## config.mk

```make
export PLATFORM = sky130hd
export DESIGN_NAME = axis_stream_top
export DESIGN_NICKNAME = d
export VERILOG_FILES = /design/src/source/axis_pkg.sv /design/src/source/axis_if.sv /design/src/source/axis_accumulator.sv /design/src/source/axis_fifo.sv /design/src/source/axis_stream_top.sv
export VERILOG_INCLUDE_DIRS = /design/src /design/src/include
export SDC_FILE = /design/constraint.sdc
export NUM_CORES = 1
export LEC_CHECK = 0
export BUFFER_PORTS_ARGS = -buffer_cell sky130_fd_sc_hd__buf_4
export CORE_UTILIZATION = 31
export CTS_BUF_LIST = sky130_fd_sc_hd__clkbuf_4
export CTS_CLUSTER_DIAMETER = 30
export DETAILED_ROUTE_END_ITERATION = 16
export PLACE_DENSITY = 0.51
export SLEW_MARGIN = 20
export SYNTH_ARGS = -nofsm -noshare
export SYNTH_HDL_FRONTEND = slang
export SYNTH_SLANG_ARGS = --single-unit
```

## constraint.sdc

```tcl
create_clock -name clk_i -period 3.9 [get_ports clk_i]
set_input_delay 0.78 -clock clk_i [delete_from_list [all_inputs] [get_ports clk_i]]
set_output_delay 0.78 -clock clk_i [all_outputs]
set_load 0.02 [all_outputs]
```

## src/include/axis_params.svh

```systemverilog
`ifndef AXIS_PARAMS_SVH
`define AXIS_PARAMS_SVH

// width of one unsigned input sample
`define AXIS_SAMPLE_W 16

// running sum width, saturates at all ones
`define AXIS_SUM_W 20

// beat index width, index wraps modulo 2**AXIS_CNT_W
`define AXIS_CNT_W 8

// input fifo depth in beats
`define AXIS_IN_DEPTH 16

// output fifo depth in beats
// smaller than the input side, the accumulator slot adds one more
`define AXIS_OUT_DEPTH 8

`endif

```

## src/source/axis_pkg.sv

```systemverilog
`include "axis_params.svh"

package axis_pkg;

    // one incoming sample beat
    // last marks the final beat of a packet
    typedef struct packed {
        logic [`AXIS_SAMPLE_W-1:0] sample;
        logic                      last;
    } sample_beat_t;

    // one result beat produced by the accumulator
    // sum is the saturated running sum of the packet up to and
    // including this beat
    // index counts beats within the packet, first beat is 0
    // last is copied from the matching input beat
    typedef struct packed {
        logic [`AXIS_SUM_W-1:0] sum;
        logic [`AXIS_CNT_W-1:0] index;
        logic                   last;
    } result_beat_t;

    // ceiling value of the running sum
    localparam logic [`AXIS_SUM_W-1:0] SUM_MAX = '1;

endpackage

```

## src/source/axis_if.sv

```systemverilog
`timescale 1ns/1ps

// axi-stream link with a typed payload
// a beat moves on a rising edge with tvalid and tready both high
// the master keeps tvalid and tdata steady until that edge
interface axis_if #(
    parameter type payload_t = logic [7:0]
) ();

    logic     tvalid;
    logic     tready;
    payload_t tdata;

    // producer side
    modport master (
        output tvalid,
        output tdata,
        input  tready
    );

    // consumer side
    modport slave (
        input  tvalid,
        input  tdata,
        output tready
    );

endinterface

```

## src/source/axis_accumulator.sv

```systemverilog
`timescale 1ns/1ps

`include "axis_params.svh"

// per packet running sum and beat index
// each accepted sample yields one result beat in a registered slot
module axis_accumulator (
    input logic    clk_i,
    input logic    arstn_i,

    // carries axis_pkg::sample_beat_t
    axis_if.slave  s_axis,
    // carries axis_pkg::result_beat_t
    axis_if.master m_axis
);

    localparam int SAMPLE_W = `AXIS_SAMPLE_W;
    localparam int SUM_W    = `AXIS_SUM_W;
    localparam int CNT_W    = `AXIS_CNT_W;

    // packet state, describes the beat that comes next
    logic [SUM_W-1:0] sum_q;
    logic [CNT_W-1:0] idx_q;

    // output slot
    logic                   slot_valid_q;
    axis_pkg::result_beat_t slot_q;

    // input beat and handshakes
    axis_pkg::sample_beat_t in_beat;
    logic                   take_in;
    logic                   take_out;

    // saturating add, one extra bit catches the carry
    logic [SUM_W:0]   sum_wide;
    logic [SUM_W-1:0] sum_new;

    assign in_beat  = s_axis.tdata;
    assign take_in  = s_axis.tvalid & s_axis.tready;
    assign take_out = m_axis.tvalid & m_axis.tready;

    // sample zero extended to the sum width plus carry
    assign sum_wide = {1'b0, sum_q} + {{(SUM_W + 1 - SAMPLE_W){1'b0}}, in_beat.sample};
    // clamp on carry out
    assign sum_new  = sum_wide[SUM_W] ? axis_pkg::SUM_MAX : sum_wide[SUM_W-1:0];

    // accept while the slot is free or drains in this cycle
    // this keeps one beat per cycle possible
    assign s_axis.tready = ~slot_valid_q | take_out;

    // packet state, back to zero after a last beat
    always_ff @(posedge clk_i or negedge arstn_i) begin
        if (!arstn_i) begin
            sum_q <= '0;
            idx_q <= '0;
        end else if (take_in) begin
            if (in_beat.last) begin
                sum_q <= '0;
                idx_q <= '0;
            end else begin
                sum_q <= sum_new;
                // index simply wraps at the counter width
                idx_q <= idx_q + 1'b1;
            end
        end
    end

    // slot valid flag
    always_ff @(posedge clk_i or negedge arstn_i) begin
        if (!arstn_i) begin
            slot_valid_q <= 1'b0;
        end else if (take_in) begin
            slot_valid_q <= 1'b1;
        end else if (take_out) begin
            slot_valid_q <= 1'b0;
        end
    end

    // slot payload, loaded with each accepted beat
    // holds while the downstream stalls since take_in is low then
    always_ff @(posedge clk_i) begin
        if (take_in) begin
            slot_q.sum   <= sum_new;
            slot_q.index <= idx_q;
            slot_q.last  <= in_beat.last;
        end
    end

    assign m_axis.tvalid = slot_valid_q;
    assign m_axis.tdata  = slot_q;

endmodule

```

## src/source/axis_fifo.sv

```systemverilog
`timescale 1ns/1ps

// stream fifo on a circular buffer
// full and empty come from the pointers plus one lap flag per pointer
// depth does not have to be a power of two
module axis_fifo #(
    parameter int  FIFO_DEPTH = 16,
    parameter type payload_t  = logic [7:0]
) (
    input logic    clk_i,
    input logic    arstn_i,

    axis_if.slave  s_axis,
    axis_if.master m_axis
);

    // a depth of one still needs a one bit pointer
    localparam int PTR_W = (FIFO_DEPTH > 1) ? $clog2(FIFO_DEPTH) : 1;
    localparam logic [PTR_W-1:0] MAX_PTR = PTR_W'(FIFO_DEPTH - 1);

    // storage
    payload_t mem [FIFO_DEPTH];

    logic [PTR_W-1:0] rd_ptr;
    logic [PTR_W-1:0] wr_ptr;
    // lap flags, toggled each time the pointer wraps
    logic             rd_lap;
    logic             wr_lap;

    logic push;
    logic pop;
    logic full;
    logic empty;

    // handshakes on both sides
    assign push = s_axis.tvalid & s_axis.tready;
    assign pop  = m_axis.tvalid & m_axis.tready;

    // same slot, different lap means the writer is a lap ahead
    assign full  = (wr_ptr == rd_ptr) && (wr_lap != rd_lap);
    // same slot, same lap means nothing stored
    assign empty = (wr_ptr == rd_ptr) && (wr_lap == rd_lap);

    // write pointer
    always_ff @(posedge clk_i or negedge arstn_i) begin
        if (!arstn_i) begin
            wr_ptr <= '0;
            wr_lap <= 1'b0;
        end else if (push) begin
            if (wr_ptr == MAX_PTR) begin
                // wrap to slot 0 and start a new lap
                wr_ptr <= '0;
                wr_lap <= ~wr_lap;
            end else begin
                wr_ptr <= wr_ptr + 1'b1;
            end
        end
    end

    // read pointer
    always_ff @(posedge clk_i or negedge arstn_i) begin
        if (!arstn_i) begin
            rd_ptr <= '0;
            rd_lap <= 1'b0;
        end else if (pop) begin
            if (rd_ptr == MAX_PTR) begin
                rd_ptr <= '0;
                rd_lap <= ~rd_lap;
            end else begin
                rd_ptr <= rd_ptr + 1'b1;
            end
        end
    end

    // storage write, payload only
    always_ff @(posedge clk_i) begin
        if (push) begin
            mem[wr_ptr] <= s_axis.tdata;
        end
    end

    // head of the queue goes out without a register stage
    // a beat written on one edge is visible from that edge on
    assign m_axis.tdata  = mem[rd_ptr];
    assign m_axis.tvalid = ~empty;

    // refuse input only when all FIFO_DEPTH slots are taken
    // a pop in the same cycle does not open a slot early
    assign s_axis.tready = ~full;

endmodule

```

## src/source/axis_stream_top.sv

```systemverilog
`timescale 1ns/1ps

`include "axis_params.svh"

// input fifo, then accumulator, then output fifo
module axis_stream_top (
    input  logic                   clk_i,
    input  logic                   arstn_i,

    // upstream samples
    input  axis_pkg::sample_beat_t s_tdata_i,
    input  logic                   s_tvalid_i,
    output logic                   s_tready_o,

    // downstream results
    output axis_pkg::result_beat_t m_tdata_o,
    output logic                   m_tvalid_o,
    input  logic                   m_tready_i
);

    // boundary links and the two internal links
    axis_if #(.payload_t(axis_pkg::sample_beat_t)) s_if   ();
    axis_if #(.payload_t(axis_pkg::sample_beat_t)) in_if  ();
    axis_if #(.payload_t(axis_pkg::result_beat_t)) out_if ();
    axis_if #(.payload_t(axis_pkg::result_beat_t)) m_if   ();

    // plain upstream ports onto the input link
    assign s_if.tdata  = s_tdata_i;
    assign s_if.tvalid = s_tvalid_i;
    assign s_tready_o  = s_if.tready;

    // output link onto plain downstream ports
    assign m_tdata_o   = m_if.tdata;
    assign m_tvalid_o  = m_if.tvalid;
    assign m_if.tready = m_tready_i;

    // buffers bursts from upstream
    axis_fifo #(
        .FIFO_DEPTH (`AXIS_IN_DEPTH),
        .payload_t  (axis_pkg::sample_beat_t)
    ) u_in_fifo (
        .clk_i   (clk_i),
        .arstn_i (arstn_i),
        .s_axis  (s_if),
        .m_axis  (in_if)
    );

    axis_accumulator u_accum (
        .clk_i   (clk_i),
        .arstn_i (arstn_i),
        .s_axis  (in_if),
        .m_axis  (out_if)
    );

    // absorbs downstream stalls first
    axis_fifo #(
        .FIFO_DEPTH (`AXIS_OUT_DEPTH),
        .payload_t  (axis_pkg::result_beat_t)
    ) u_out_fifo (
        .clk_i   (clk_i),
        .arstn_i (arstn_i),
        .s_axis  (out_if),
        .m_axis  (m_if)
    );

endmodule

```

After elaboration in Yosys (flattened, before gate mapping)
Memory sizes are Yosys's and may differ from the RTL's. Index checks and enable logic that the tools add are counted.

Muxes and demuxes: 13. Bitwise gates (word level): 14. Eq/ne operators: 10. $add $sub $neg: 6. Reduce and logical (&&, ||, !) cells: 9.

Operators by type and width (number): 2-to-1 mux 20 bit (2); adder 20 x 16 -> 21 bit (1); NOT 1 bit (9); adder 4 x 1 -> 4 bit (second input constant) (2); adder 8 x 1 -> 8 bit (second input constant) (1); == test 4 bit (second input constant) (2); 2-to-1 mux 4 bit (2); 2-to-1 mux 8 bit (1); AND reduction 2 bit (4); adder 3 x 1 -> 3 bit (second input constant) (2); == test 3 bit (second input constant) (2); 2-to-1 mux 1 bit (6); 2-to-1 mux 3 bit (2); AND 1 bit (4); == test 4 bit (1); logical AND 1 bit (4); == test 3 bit (1); == test 1 bit (2); inequality test 1 bit (2); nonzero test 2 bit (1); OR 1 bit (1).

Memories: 2. Input port bits: 21. Register bits: 76. Bits in writable memories: 504. Output and inout bits: 31.

Memory list: u_in_fifo.mem (words 16, bits a word 17, read ports 1, clocked after memory_dff 0, wr ports 1, RTL line axis_fifo.sv:22) `payload_t mem [FIFO_DEPTH];`; u_out_fifo.mem (words 8, bits a word 29, read ports 1, clocked after memory_dff 0, wr ports 1, RTL line axis_fifo.sv:22).

Longest topological paths before layout
Gate-level depths: netlist (run 1).

Word-level depth: 7. Depth in mapped cells: 14. Mapped depth without buffers: 10.

Modules after synthesis
Synthesis (run 1) repeated with hierarchy kept, for this count alone.

Cells, all modules: 1248. Area, all modules: 23638.9 um^2.

Modules (own cells, without submodules): axis_fifo (u_in_fifo) (area each 11155.7 um^2, instances 1, cells an instance 571); axis_fifo (u_out_fifo) (area each 9380.2 um^2, instances 1, cells an instance 392); axis_accumulator (area each 3103.0 um^2, instances 1, cells an instance 285).

Worst setup path before layout (run 1)
OpenSTA, ideal clock, no wires.

Path type: register to register. Start point: reg u_in_fifo.rd_ptr[0]. End point: reg u_accum.sum_q[11]. Buffers on the path: 4. Clock period less this slack: 3.930 ns. Setup slack: -0.030 ns. Arrival: 3.809 ns. Stages on the path, launching flop included: 15. Required time: 3.779 ns. Cells stage by stage: dfrtp_1 buf_4 buf_4 buf_6 mux4_2 mux4_2 ha_1 fa_1 a21oi_1 o21ai_1 a32o_1 nor2_2 buf_2 nand2_1 a22o_1.

Word-level cells in the longest chain between the ends: 4.

Ends and longest elaborated chain: start, declared (RTL line axis_fifo.sv:24) `logic [PTR_W-1:0] rd_ptr;`; start signal, assigned (RTL line axis_fifo.sv:70) `rd_ptr <= rd_ptr + 1'b1;`; memory read (16 x 17 bit); adder 20 x 16 -> 21 bit (RTL line axis_accumulator.sv:43) `assign sum_wide = {1'b0, sum_q} + {{(SUM_W + 1 - SAMPLE_W){1'b0}}, in_beat.sample};`; 2-to-1 mux 20 bit (RTL line axis_accumulator.sv:45) `assign sum_new = sum_wide[SUM_W] ? axis_pkg::SUM_MAX : sum_wide[SUM_W-1:0];`; net u_accum.sum_new[11] (RTL line axis_accumulator.sv:36) `logic [SUM_W-1:0] sum_new;`; 2-to-1 mux 20 bit (RTL line axis_accumulator.sv:57) `if (in_beat.last) begin`; end signal, assigned (RTL line axis_accumulator.sv:61) `sum_q <= sum_new;`; end, declared (RTL line axis_accumulator.sv:22) `logic [SUM_W-1:0] sum_q;`.

The timed path passes the listed nets, and every way through them passes these cells. A chain may end at the register's enable or synchronous reset.

Worst setup path after layout (run 1)
Start point: reg u_in_fifo.rd_ptr[0]. End point: reg u_accum.sum_q[19].

Word-level cells in the longest chain between the ends: 4.

Ends and longest elaborated chain (RTL line): memory read (16 x 17 bit) / == test 4 bit (equally long branches); adder 20 x 16 -> 21 bit / logical AND 1 bit (equally long branches) (axis_accumulator.sv:43, axis_fifo.sv:42); 2-to-1 mux 20 bit / NOT 1 bit (equally long branches) (axis_accumulator.sv:45, axis_fifo.sv:85); 2-to-1 mux 20 bit / AND 1 bit (equally long branches) (axis_accumulator.sv:57, axis_accumulator.sv:39).

Parallel ways exist; a longest one is shown, timed or not.

==> results of run 1 <==
==> layout by cell type (no fill, tap or decap), drive strengths merged, types with 4 or more instances in the layout <==
| master | n |
|---|---|
| a21o | 4 |
| a21oi | 27 |
| a22o | 14 |
| and3 | 9 |
| buf | 115 |
| bufinv | 4 |
| clkbuf | 233 |
| clkinv | 25 |
| dfrtp | 47 |
| dlygate4sd3 | 5 |
| edfxtp | 533 |
| ha | 26 |
| inv | 15 |
| mux2 | 33 |
| mux4 | 142 |
| nand2 | 50 |
| nand3 | 8 |
| nand4 | 12 |
| nor2 | 26 |
| nor3 | 10 |
| nor4 | 5 |
| o211ai | 6 |
| o21ai | 18 |
| xnor2 | 15 |
| xor2 | 23 |
==> how the worst min path moves through the flow <==
| stage | endpoint | startpoint | slack [ns] |
|---|---|---|---|
| finish | u_in_fifo.mem[10][13] | s_tdata_i[13] | 0.14 |
| global route | u_in_fifo.mem[6][2] | s_tdata_i[2] | 0.08 |
| CTS | u_in_fifo.mem[0][7] | s_tdata_i[7] | 0.004 |
| detailed placement | u_accum.m_axis.tdata[8] | u_accum.idx_q[7] | 0.46 |
| global placement | u_accum.m_axis.tdata[8] | u_accum.idx_q[7] | 0.46 |
| floorplan | u_accum.m_axis.tdata[8] | u_accum.idx_q[7] | 0.44 |
==> flip-flops by register name, indices dropped and copies added, names as in the netlist <==
signal                 cells
u_accum.sum_q             20
u_in_fifo.wr_ptr           4
u_in_fifo.rd_ptr           4
u_accum.m_axis.tdata      29
u_accum.m_axis.tvalid      1
u_accum.idx_q              8
u_out_fifo.mem           232
u_out_fifo.wr_lap          1
u_in_fifo.wr_lap           1
u_in_fifo.mem            272
u_out_fifo.wr_ptr          3
u_in_fifo.rd_lap           1
u_out_fifo.rd_ptr          3
u_out_fifo.rd_lap          1
==> layout make-up <==
| cell class | count | area, um^2 | share of cell area [%] |
|---|---|---|---|
| Tap cell | 959 | 1200 | 4.42 |
| Clock inverter | 33 | 239 | 0.880 |
| Multi-Input combinational cell | 468 | 5670 | 20.9 |
| Antenna cell | 3 | 7.51 | 0.0276 |
| Clock buffer | 233 | 1750 | 6.44 |
| Sequential cell | 580 | 17200 | 63.3 |
| Inverter | 11 | 41.3 | 0.152 |
| Timing Repair Buffer | 120 | 1070 | 3.92 |
==> cells by family (layout without fill, tap and decap cells) <==
family | count (synthesis) | count (layout)
simple gates | 135 | 135
compound gates | 90 | 90
flops | 580 | 580
other cells | 0 | 3
buf+inv | 62 | 397
fa+ha+maj | 27 | 27
mux | 178 | 178
xor+xnor | 38 | 38
==> report_power, final <==
| group | switching, uW | total, uW | internal, uW |
|---|---|---|---|
| Combinational | 5040 | 9220 | 4180 |
| Clock | 2400 | 5370 | 2970 |
| Sequential | 853 | 9740 | 8890 |
| Total | 8290 | 24300 | 16000 |
==> critical path, stage by stage, from the launching register on <==
cell     delay, ns
dfrtp_4       0.56
buf_12        0.26
mux4_2        0.55
mux4_2        0.57
ha_1          0.44
nand4_1       0.18
nor2_1        0.24
a32o_1        0.27
nor2_2        0.07
buf_12        0.15
and4_1        0.17
nor3_1        0.16
==> layer usage <==
metal | routed length (um) | up-vias | global-route usage, % | share of wire (%)
met5 | 0 | - | 0 | 0
met4 | 1190 | 0 | 6.36 | 2.4
met3 | 1940 | 90 | 3.25 | 3.8
met2 | 25700 | 250 | 23.8 | 51
met1 | 21500 | 5963 | 16.8 | 43
li1 | - | 5125 | - | -
==> repair_timing <==
item,in CTS,in global routing
endpoints found under the setup margin,21,13
pin swaps,0,1
hold endpoints to repair,56,0
setup buffers,1,1
resized for setup,0,7
cloned,0,0
hold buffers,5,0
==> synthesized netlist by cell type (4+ instances only) <==
cell	number
o21ai_0	17
buf_1	5
nand2_1	50
nor3_1	10
xor2_1	23
dfrtp_1	47
a22o_1	13
nand4_1	12
o211ai_1	6
mux2_2	33
a21o_1	4
xnor2_1	15
ha_1	26
mux4_2	142
nand3_1	8
buf_2	18
nor2_1	24
edfxtp_1	533
inv_1	10
a21oi_1	27
clkbuf_1	22
and3_1	9
==> stage by stage <==
step / setup TNS (ns) / util [%] / setup slack [ns] / total power [uW] / cells
after floorplan: 0 / - / 0.00955 / 15800 / 1110
after global placement: 0 / 34.2 / 0.0969 / 19100 / 2131
after detailed placement: 0 / 34.2 / 0.0199 / 19300 / 2131
after CTS: 0 / 37.1 / 0.00242 / 24800 / 2403
after global routing: -0.0279 / 37.1 / -0.0126 / 25800 / 2407
final: 0 / 37.1 / 0.175 / 24300 / 2407
==> results.sh, run 1 <==
export IMPL_status="finished with violations"
export IMPL_violations="design-rule violations"
export IMPL_viasPerCell=4.75
export IMPL_critPathLaunch="u_in_fifo.rd_ptr[0]"
export IMPL_grt_pass1_vias=12686
export IMPL_seq_area_frac_synth_pct=74.6
export IMPL_fill_cells=6816
export IMPL_hp_class="in2reg"
export IMPL_post_route_period_util_pct=95.5
export IMPL_die_area_um2=75400
export IMPL_p_leak_uw=0.00929
export IMPL_regToRegSetupSlack_ns=0.18
export IMPL_cts_root_buf="clkbuf_4"
export IMPL_core_area_um2=73200
export IMPL_ys_flop_type="edfxtp_1"
export IMPL_maxCapViolations=0
export IMPL_wl_um=50400
export IMPL_dr_first_iter_drc_count=754
export IMPL_nets=1382
export IMPL_drive_above_1_share_pct=39.9
export IMPL_wl_per_cell_um=20.9
export IMPL_slew_headroom_pct=52.4
export IMPL_first_pass_iters=11
export IMPL_powerDensity_nw_per_um2=896
export IMPL_min_period_ns=3.72
export IMPL_worst_r2r_cell_count=11
export IMPL_synth_top_family_by_area="multiplexers"
export IMPL_grtUsageTotal_pct=14.0
export IMPL_routabilityCongestion=0.766
export IMPL_pin_count=52
export IMPL_path_class="reg2reg"
export IMPL_htreeDepth=4
export IMPL_required_ns=4.73
export IMPL_start_kind="flip-flop"
export IMPL_grt_first_pass_wirelength_um=77000
export IMPL_synth_fp_nets=1158
export IMPL_cp_end_kind="flip-flop"
export IMPL_die_h_um=275
export IMPL_max_freq_mhz=268
export IMPL_syn_to_final_growth_pct=18.0
export IMPL_async_flop_share_pct=8.10
export IMPL_stdcell_area_um2=27200
export IMPL_cp_endpoint="u_accum.sum_q[19]"
export IMPL_dieWidth_um=275
export IMPL_synth_area_leaders="edfxtp_1 (70%), mux4_2 (14%), dfrtp_1 (5.1%)"
export IMPL_synthAdderAreaFrac_pct=1.50
export IMPL_synthSimpleGateAreaFrac_pct=2.90
export IMPL_r2r_end="u_accum.sum_q[19]"
export IMPL_yosys_warnings=0
export IMPL_synth_top_area_cell="edfxtp_1"
export IMPL_hold_depth=1
export IMPL_final_hold_violation_count=0
export IMPL_rows=99
export IMPL_synth_xor_area_share_pct=1.45
export IMPL_cts_sinks=580
export IMPL_skew_ns=0.0437
export IMPL_netlist_instances=1110
export IMPL_rsz0062_at_grt="yes"
export IMPL_cts_tree="yes"
export IMPL_setup_viol=0
export IMPL_route_vias_total=11428
export IMPL_clk_pin_slew_ns=0.06
export IMPL_report_final_slew_viol_count=0
export IMPL_ys_ff_latch=580
export IMPL_place_area_um2=25100
export IMPL_antenna_left=0
export IMPL_syn_area_um2=23000
export IMPL_clk_latency_ns=0.93
export IMPL_crit_arrival_ns=4.55
export IMPL_reg2reg_from="u_in_fifo.rd_ptr[0]"
export IMPL_tightestPinTransition_ns=0.714
export IMPL_cts_buffers=153
export IMPL_drc=6
export IMPL_avgSynthCellArea_um2=20.7
export IMPL_synth_compound_area_share_pct=2.63
export IMPL_overflow=0
export IMPL_grt_max_degree=61
export IMPL_initial_core_util_pct=31.4
export IMPL_vdd_drop_max_mv=0.351
export IMPL_antenna_found_initial=3
export IMPL_critPathMaxFanout=24
export IMPL_synth_top_area_share_pct=69.5
export IMPL_muxShareOfSynthArea_pct=15.6
export IMPL_synth_edf_count=533
export IMPL_yosysUniqueCellTypes=55
export IMPL_dpl_hpwl_um=28800
export IMPL_cts_path_max_buffers=3
export IMPL_port_buffers=51
export IMPL_fin_hold_ws_ns=0.140
(Power assumes the default switching activity.)
==> run 2: changes to the inputs <==
--- a/config.mk
+++ b/config.mk
@@ -6,12 +6,13 @@
 export SDC_FILE = /design/constraint.sdc
 export NUM_CORES = 1
 export LEC_CHECK = 0
+export ABC_AREA = 1
 export BUFFER_PORTS_ARGS = -buffer_cell sky130_fd_sc_hd__buf_4
-export CORE_UTILIZATION = 31
+export CORE_UTILIZATION = 59
 export CTS_BUF_LIST = sky130_fd_sc_hd__clkbuf_4
 export CTS_CLUSTER_DIAMETER = 30
 export DETAILED_ROUTE_END_ITERATION = 16
-export PLACE_DENSITY = 0.51
+export PLACE_DENSITY = 0.83
 export SLEW_MARGIN = 20
 export SYNTH_ARGS = -nofsm -noshare
 export SYNTH_HDL_FRONTEND = slang
==> run 2 against run 1 <==
  * Power rose by 1.7%
  * Clock skew rose by 0.020 ns
  * Sequential share of layout area grew 0.58 points
  * Non-clock buffer count decreased by 18
  * Largest cell class unchanged
  * Highest routed layer is now met5
  * The flow now finishes without violations
  * Maximum frequency decreased by 3.3%
  * Critical path type is now reg2out
==> results.sh, run 2 <==
export IMPL_status="complete, no violations"
export IMPL_cp_end_kind="output pin"
export IMPL_reg2reg_from="u_in_fifo.rd_ptr[0]"
export IMPL_r2r_end="u_accum.m_axis.tdata[28]"
export IMPL_dr_first_iter_drc_count=1796
export IMPL_cts_path_max_buffers=3
export IMPL_layout_common_cells="edfxtp_1 (533), nor2_1 (376), o21ai_0 (263)"
export IMPL_synth_fp_nets=2016
export IMPL_drive_above_1_share_pct=18.0
export IMPL_path_class="reg2out"
export IMPL_critPathMaxFanout=44
export IMPL_cpMostUsedCell="buf_4"
export IMPL_htreeDepth=4
export IMPL_rows=73
export IMPL_regToRegSetupSlack_ns=0.24
export IMPL_syn_to_final_growth_pct=12.9
export IMPL_antenna_found_initial=2
export IMPL_wl_um=56500
export IMPL_rsz0062_at_grt="yes"
export IMPL_grtUsageTotal_pct=27.7
export IMPL_cts_root_buf="clkbuf_4"
export IMPL_worstPathCellList="buf_4 -> o21ai_0 -> o22ai_1 -> nor2_1 -> a31oi_1 -> buf_4"
export IMPL_min_from="s_tdata_i[4]"
export IMPL_hold_path_end="u_in_fifo.mem[8][4]"
export IMPL_synth_top_area_cell="edfxtp_1"
export IMPL_port_buffers=51
export IMPL_slew_headroom_pct=46.9
export IMPL_setup_viol=0
export IMPL_drc=0
export IMPL_synth_edf_count=533
export IMPL_async_flop_share_pct=8.10
export IMPL_avgSynthCellArea_um2=12.1
export IMPL_regMostFlops="u_in_fifo.mem"
export IMPL_start_kind="flip-flop"
export IMPL_yosys_warnings=0
export IMPL_fill_cells=2732
export IMPL_synth_common_cells="edfxtp_1 (533), nor2_1 (399), o21ai_0 (263)"
export IMPL_final_common_cell="edfxtp_1"
export IMPL_synth_top_area_share_pct=67.1
export IMPL_cpPeakStageDelay_ns=0.67
export IMPL_dieWidth_um=203
export IMPL_yosysUniqueCellTypes=40
export IMPL_syn_area_um2=23800
export IMPL_grt_max_degree=107
export IMPL_dpl_hpwl_um=31100
export IMPL_seq_area_frac_synth_pct=72.1
export IMPL_post_synth_top_count_cell="edfxtp_1"
export IMPL_post_route_period_util_pct=98.7
export IMPL_fin_util_pct=67.6
export IMPL_worst_r2r_cell_count=18
export IMPL_crit_slowest_cell="dfrtp_4"
export IMPL_tightestPinTransition_ns=0.796
export IMPL_pin_count=52
export IMPL_ys_flop_type="edfxtp_1"
export IMPL_vdd_drop_max_mv=0.495
export IMPL_cts_tree="yes"
export IMPL_die_h_um=203
export IMPL_route_vias_total=16547
export IMPL_cts_sinks=580
export IMPL_final_hold_violation_count=0
export IMPL_grt_first_pass_wirelength_um=86800
export IMPL_ys_ff_latch=580
export IMPL_grt_pass1_vias=16440
export IMPL_synth_area_leaders="edfxtp_1 (67%), nor2_1 (6.3%), o21ai_0 (5.5%)"
export IMPL_crit_arrival_ns=3.07
export IMPL_required_ns=3.12
export IMPL_fin_hold_ws_ns=0.216
export IMPL_first_pass_iters=6
export IMPL_wl_per_cell_um=20.5
export IMPL_antenna_left=0
export IMPL_initial_core_util_pct=59.9
export IMPL_setup_tns_ns=0
export IMPL_powerDensity_nw_per_um2=919
export IMPL_largest_register_ff_count=272
export IMPL_cts_buffers=145
export IMPL_clk_latency_ns=0.86
export IMPL_overflow=0
export IMPL_netlist_instances=1968
export IMPL_die_area_um2=41200
export IMPL_post_cts_setup_buffers=0
export IMPL_maxCapViolations=0
export IMPL_min_period_ns=3.85
export IMPL_p_leak_uw=0.00990
export IMPL_core_area_um2=39800
export IMPL_report_final_slew_viol_count=0
export IMPL_viasPerCell=6.01
export IMPL_hp_class="in2reg"
export IMPL_nets=2163
export IMPL_hold_depth=1
export IMPL_routabilityCongestion=0.950
export IMPL_clk_pin_slew_ns=0.08
export IMPL_max_freq_mhz=260
export IMPL_skew_ns=0.0632
==> run 2: layout make-up <==
type	count	area, um^2	share of cell area, %
Clock inverter	47	355	1.32
Multi-Input combinational cell	1214	5990	22.3
Antenna cell	1	2.50	0.00930
Clock buffer	214	1610	5.97
Inverter	72	272	1.01
Timing Repair Buffer	102	838	3.11
Tap cell	525	657	2.44
Sequential cell	580	17200	63.9
==> run 2: how the worst max path moves through the flow <==
stage                                    start                       end  slack [ns]  cells past startpoint
final                     u_out_fifo.rd_ptr[0]              m_tdata_o[9]        0.05                      6
after global routing      u_out_fifo.rd_ptr[0]              m_tdata_o[9]       -0.07                      6
after CTS                 u_out_fifo.rd_ptr[0]             m_tdata_o[14]        0.06                      6
after detailed placement   u_in_fifo.rd_ptr[0]  u_accum.m_axis.tdata[27]        0.44                     16
after global placement     u_in_fifo.rd_ptr[0]  u_accum.m_axis.tdata[18]        0.50                     13
after floorplan            u_in_fifo.rd_ptr[0]   u_accum.m_axis.tdata[9]        0.83                     17
==> run 2: cell families (layout without fill, tap and decap cells) <==
| kind of cell | after synthesis | after routing | synth area share (%) |
|---|---|---|---|
| AO/OA/AOI/OAI | 414 | 414 | 9.71 |
| XOR/XNOR | 30 | 30 | 1.13 |
| adder cells (fa/ha/maj) | 27 | 27 | 1.45 |
| buffers and inverters | 174 | 435 | 3.04 |
| flip-flops | 580 | 580 | 72.1 |
| other | 0 | 1 | 0 |
| AND/OR/NAND/NOR | 743 | 743 | 12.6 |
==> run 2: timing repair <==
| action | 4_1_cts | 5_1_grt |
|---|---|---|
| hold buffers | 1 | 0 |
| endpoints found under the setup margin | 1 | 4 |
| gates resized for setup | 1 | 2 |
| endpoints found under the hold margin | 47 | 0 |
==> run 2: stage by stage <==
step | area, um^2 | setup slack (ns) | power (uW) | std cells
after floorplan | 23800 | 0.830 | 16000 | 1968
after global placement | 24900 | 0.504 | 18800 | 2492
after detailed placement | 24900 | 0.438 | 19300 | 2492
after CTS | 26900 | 0.0552 | 24600 | 2754
after global routing | 26900 | -0.0747 | 26100 | 2755
final | 26900 | 0.0501 | 24700 | 2755
==> run 2: per-layer routing <==
layer	global-route usage [%]	up-vias	wire length, um
li1	-	7433	-
met1	34.4	7914	21100
met2	45.9	1031	27900
met3	6.18	167	5660
met4	13.9	2	1780
met5	0	-	10
==> run 2: worst max-delay path: cells and delay by family (launching register included) <==
family | cells | cell delay (ns)
flops | 1 | 0.67
simple gates | 1 | 0.09
buf+inv | 2 | 0.69
compound gates | 3 | 0.77
==> run 2: report_power, final <==
group          switching [uW]  total (uW)  internal (uW)  leakage (uW)
registers                 835        9640           8800       0.00551
logic                    6750        9790           3030       0.00323
clock network            2390        5310           2920       0.00115
==> run 3: changes to the inputs <==
--- a/config.mk
+++ b/config.mk
@@ -16,4 +16,5 @@
 export SLEW_MARGIN = 20
 export SYNTH_ARGS = -nofsm -noshare
 export SYNTH_HDL_FRONTEND = slang
+export SYNTH_HIERARCHICAL = 1
 export SYNTH_SLANG_ARGS = --single-unit
==> run 3 against run 2 <==
  * Utilization shrank 0.82 points
  * Non-clock buffer count grew 1
  * Largest cell class unchanged
  * First-iteration DRC count grew 0.11%
  * Combinational power grew 5%
  * Count of clock-buffer cells in the layout shrank 19
  * Power grew 0.23%
  * Final area grew 1.3%
  * Via count grew 1.2%
  * Critical path type is now reg2reg
  * Worst setup slack gained 0.096 ns
  * Global-route usage shrank 0.79 points
==> results.sh, run 3 <==
export IMPL_p_seq_share_pct=38.9
export IMPL_grt_pass1_vias=16623
export IMPL_fill_cells=2827
export IMPL_setup_viol=0
export IMPL_nets=2309
export IMPL_synthAdderAreaFrac_pct=1.41
export IMPL_skew_ns=0.0640
export IMPL_core_area_um2=40800
export IMPL_synth_fp_nets=2163
export IMPL_min_period_ns=3.75
export IMPL_setup_tns_ns=0
export IMPL_regArea_um2=17200
export IMPL_avgSynthCellArea_um2=11.5
export IMPL_clk_latency_ns=0.85
export IMPL_maxCapViolations=0
export IMPL_dieWidth_um=205
export IMPL_yosys_warnings=6
export IMPL_routabilityCongestion=0.935
export IMPL_multiInputGateArea_um2=6490
export IMPL_port_buffers=51
export IMPL_syn_to_final_growth_pct=11.6
export IMPL_hp_class="in2reg"
export IMPL_p_comb_share_pct=41.5
export IMPL_postCtsResizedCells=0
export IMPL_synth_top_area_cell="edfxtp_1"
export IMPL_status="complete, no violations"
export IMPL_final_hold_violation_count=0
export IMPL_ys_flop_type="edfxtp_1"
export IMPL_htreeDepth=4
export IMPL_netlist_instances=2115
export IMPL_largest_register_ff_count=272
export IMPL_cts_tree="yes"
export IMPL_setup_slack_ns=0.146
export IMPL_first_pass_iters=6
export IMPL_regMostFlops="u_in_fifo/mem"
export IMPL_p_switching_uw=10300
export IMPL_synth_xor_area_share_pct=0.461
export IMPL_wl_per_cell_um=19.2
export IMPL_cpPeakStageDelay_ns=0.63
export IMPL_cts_root_buf="clkbuf_4"
export IMPL_ys_ff_latch=580
export IMPL_antenna_found_initial=2
export IMPL_wl_um=55800
export IMPL_report_final_slew_viol_count=0
export IMPL_synth_common_cells="edfxtp_1 (533), nand2_1 (479), nor2_1 (298)"
export IMPL_vdd_drop_max_mv=0.449
export IMPL_rows=74
export IMPL_stdcell_area_um2=27300
export IMPL_cpMostUsedCell="nand2_1"
export IMPL_pin_count=52
export IMPL_powerDensity_nw_per_um2=909
export IMPL_synth_top_area_share_pct=65.5
export IMPL_critPathMaxFanout=56
export IMPL_cts_buffers=145
export IMPL_path_class="reg2reg"
export IMPL_fin_util_pct=66.8
export IMPL_p_leak_uw=0.0103
export IMPL_drive_above_1_share_pct=16.8
export IMPL_drc=0
export IMPL_pwr_share_clk_pct=19.6
export IMPL_slew_headroom_pct=42.2
export IMPL_power_uw=24800
export IMPL_crit_slowest_cell="dfrtp_4"
export IMPL_synth_top_family_by_area="simple AND/OR/NAND/NOR gates"
export IMPL_antenna_left=0
export IMPL_muxShareOfSynthArea_pct=0
export IMPL_netSwitchingFraction_pct=41.7
export IMPL_grt_first_pass_wirelength_um=85900
export IMPL_place_area_um2=25500
export IMPL_post_route_period_util_pct=96.3
export IMPL_synth_edf_count=533
export IMPL_viasPerCell=5.77
export IMPL_post_cts_setup_buffers=0
export IMPL_syn_area_um2=24400
export IMPL_route_vias_total=16753
export IMPL_internal_power_uw=14500
export IMPL_tightestPinTransition_ns=0.867
export IMPL_synth_compound_area_share_pct=8.36
export IMPL_dpl_worst_slack_ns=0.353
export IMPL_cts_path_max_buffers=3
export IMPL_grtUsageTotal_pct=26.9
export IMPL_yosysUniqueCellTypes=49
export IMPL_cp_end_kind="flip-flop"
export IMPL_start_kind="flip-flop"
export IMPL_rsz0062_at_grt="no"
export IMPL_dr_first_iter_drc_count=1798
export IMPL_required_ns=4.45
export IMPL_synth_area_leaders="edfxtp_1 (66%), nand2_1 (7.4%), dfrtp_1 (4.8%)"
export IMPL_grt_max_degree=117
export IMPL_clk_pin_slew_ns=0.07
export IMPL_crit_arrival_ns=4.30
export IMPL_seq_area_frac_synth_pct=70.3
export IMPL_final_common_cell="edfxtp_1"
export IMPL_layout_common_cells="edfxtp_1 (533), nand2_1 (479), nor2_1 (298)"
export IMPL_die_h_um=205
export IMPL_die_area_um2=42200
export IMPL_synthSimpleGateAreaFrac_pct=15.8
export IMPL_initial_core_util_pct=59.8
export IMPL_cts_sinks=580
export IMPL_max_freq_mhz=266
export IMPL_dpl_hpwl_um=31400
export IMPL_async_flop_share_pct=8.10
export IMPL_post_synth_top_count_cell="edfxtp_1"
export IMPL_worstPathCellList="inv_4 -> buf_12 -> buf_4 -> nand2_1 -> nand3_1 -> nand2_1 -> a21oi_1 -> o21ai_0 -> nand2_1 -> ha_1 -> nand2_1 -> inv_1 -> a21oi_1 -> nand3_1 -> xnor2_1 -> nand2_4"
export IMPL_overflow=0
-- run 3: cell type report --
cell class	count	area share, %
antenna	2	0.0184
multi-input combinational	1353	23.8
inverter	78	1.08
sequential	580	63.0
timing repair buffer	103	3.04
clock inverter	60	1.22
tap	532	2.44
clock buffer	195	5.37
-- run 3: final timing paths --
check,startpoint,to,slack (ns),cells past startpoint
max,u_in_fifo/rd_ptr[0],u_accum/m_axis.tdata[19],0.15,16
min,m_tready_i,u_out_fifo/rd_ptr[2],0.20,3
max reg2reg,u_in_fifo/rd_ptr[0],u_accum/m_axis.tdata[19],0.15,16
min reg2reg,u_accum/idx_q[7],u_accum/m_axis.tdata[8],0.47,0
max in group asynchronous,arstn_i,u_in_fifo/rd_ptr[0],2.89,2
min in group asynchronous,arstn_i,u_out_fifo/rd_ptr[0],0.50,2
-- run 3: layer usage --
metal | vias up | wire length [um] | global-route usage, %
li1 | 7753 | - | -
met1 | 7928 | 21100 | 33.1
met2 | 903 | 27400 | 44.9
met3 | 169 | 5120 | 6.02
met4 | 0 | 2150 | 13.2
met5 | - | 0 | 0
-- run 3: logic make-up after synthesis --
logic type,Yosys count
buffers and inverters,182
adders and majority gates,27
DFF,580
and+or+nand+nor,930
xor gates and xnor gates,12
AOI/OAI and AO/OA,384
-- run 3: through the flow --
stage / cells / hold WS (ns)
after floorplan: 2115 / 0.439
after global placement: 2645 / 0.455
after detailed placement: 2645 / 0.456
after CTS: 2901 / 0.136
after global routing: 2903 / 0.164
final: 2903 / 0.200
-- run 3: critical path, delay by kind of cell (launching register included) --
family,cells,cell delay [ns]
AND/OR/NAND/NOR,7,0.91
buffers and inverters,4,0.73
flip-flops,1,0.63
AO/OA/AOI/OAI,3,0.43
XOR/XNOR,1,0.40
adder cells (fa/ha/maj),1,0.32
-- run 3: power groups by stage --
stage          logic [uW]  registers (uW)  clock network [uW]
4_1_cts             10200            9640                4980
5_1_grt             11300            9780                5280
6_report            10300            9650                4860
3_3_place_gp         9690            9650                   0
3_5_place_dp        10100            9750                   0
2_1_floorplan        7230            9430                   0
-- run 3: what timing repair did --
item,in CTS,in global routing
endpoints found under the hold margin,47,0
setup endpoints to repair,0,0
hold buffers,1,0
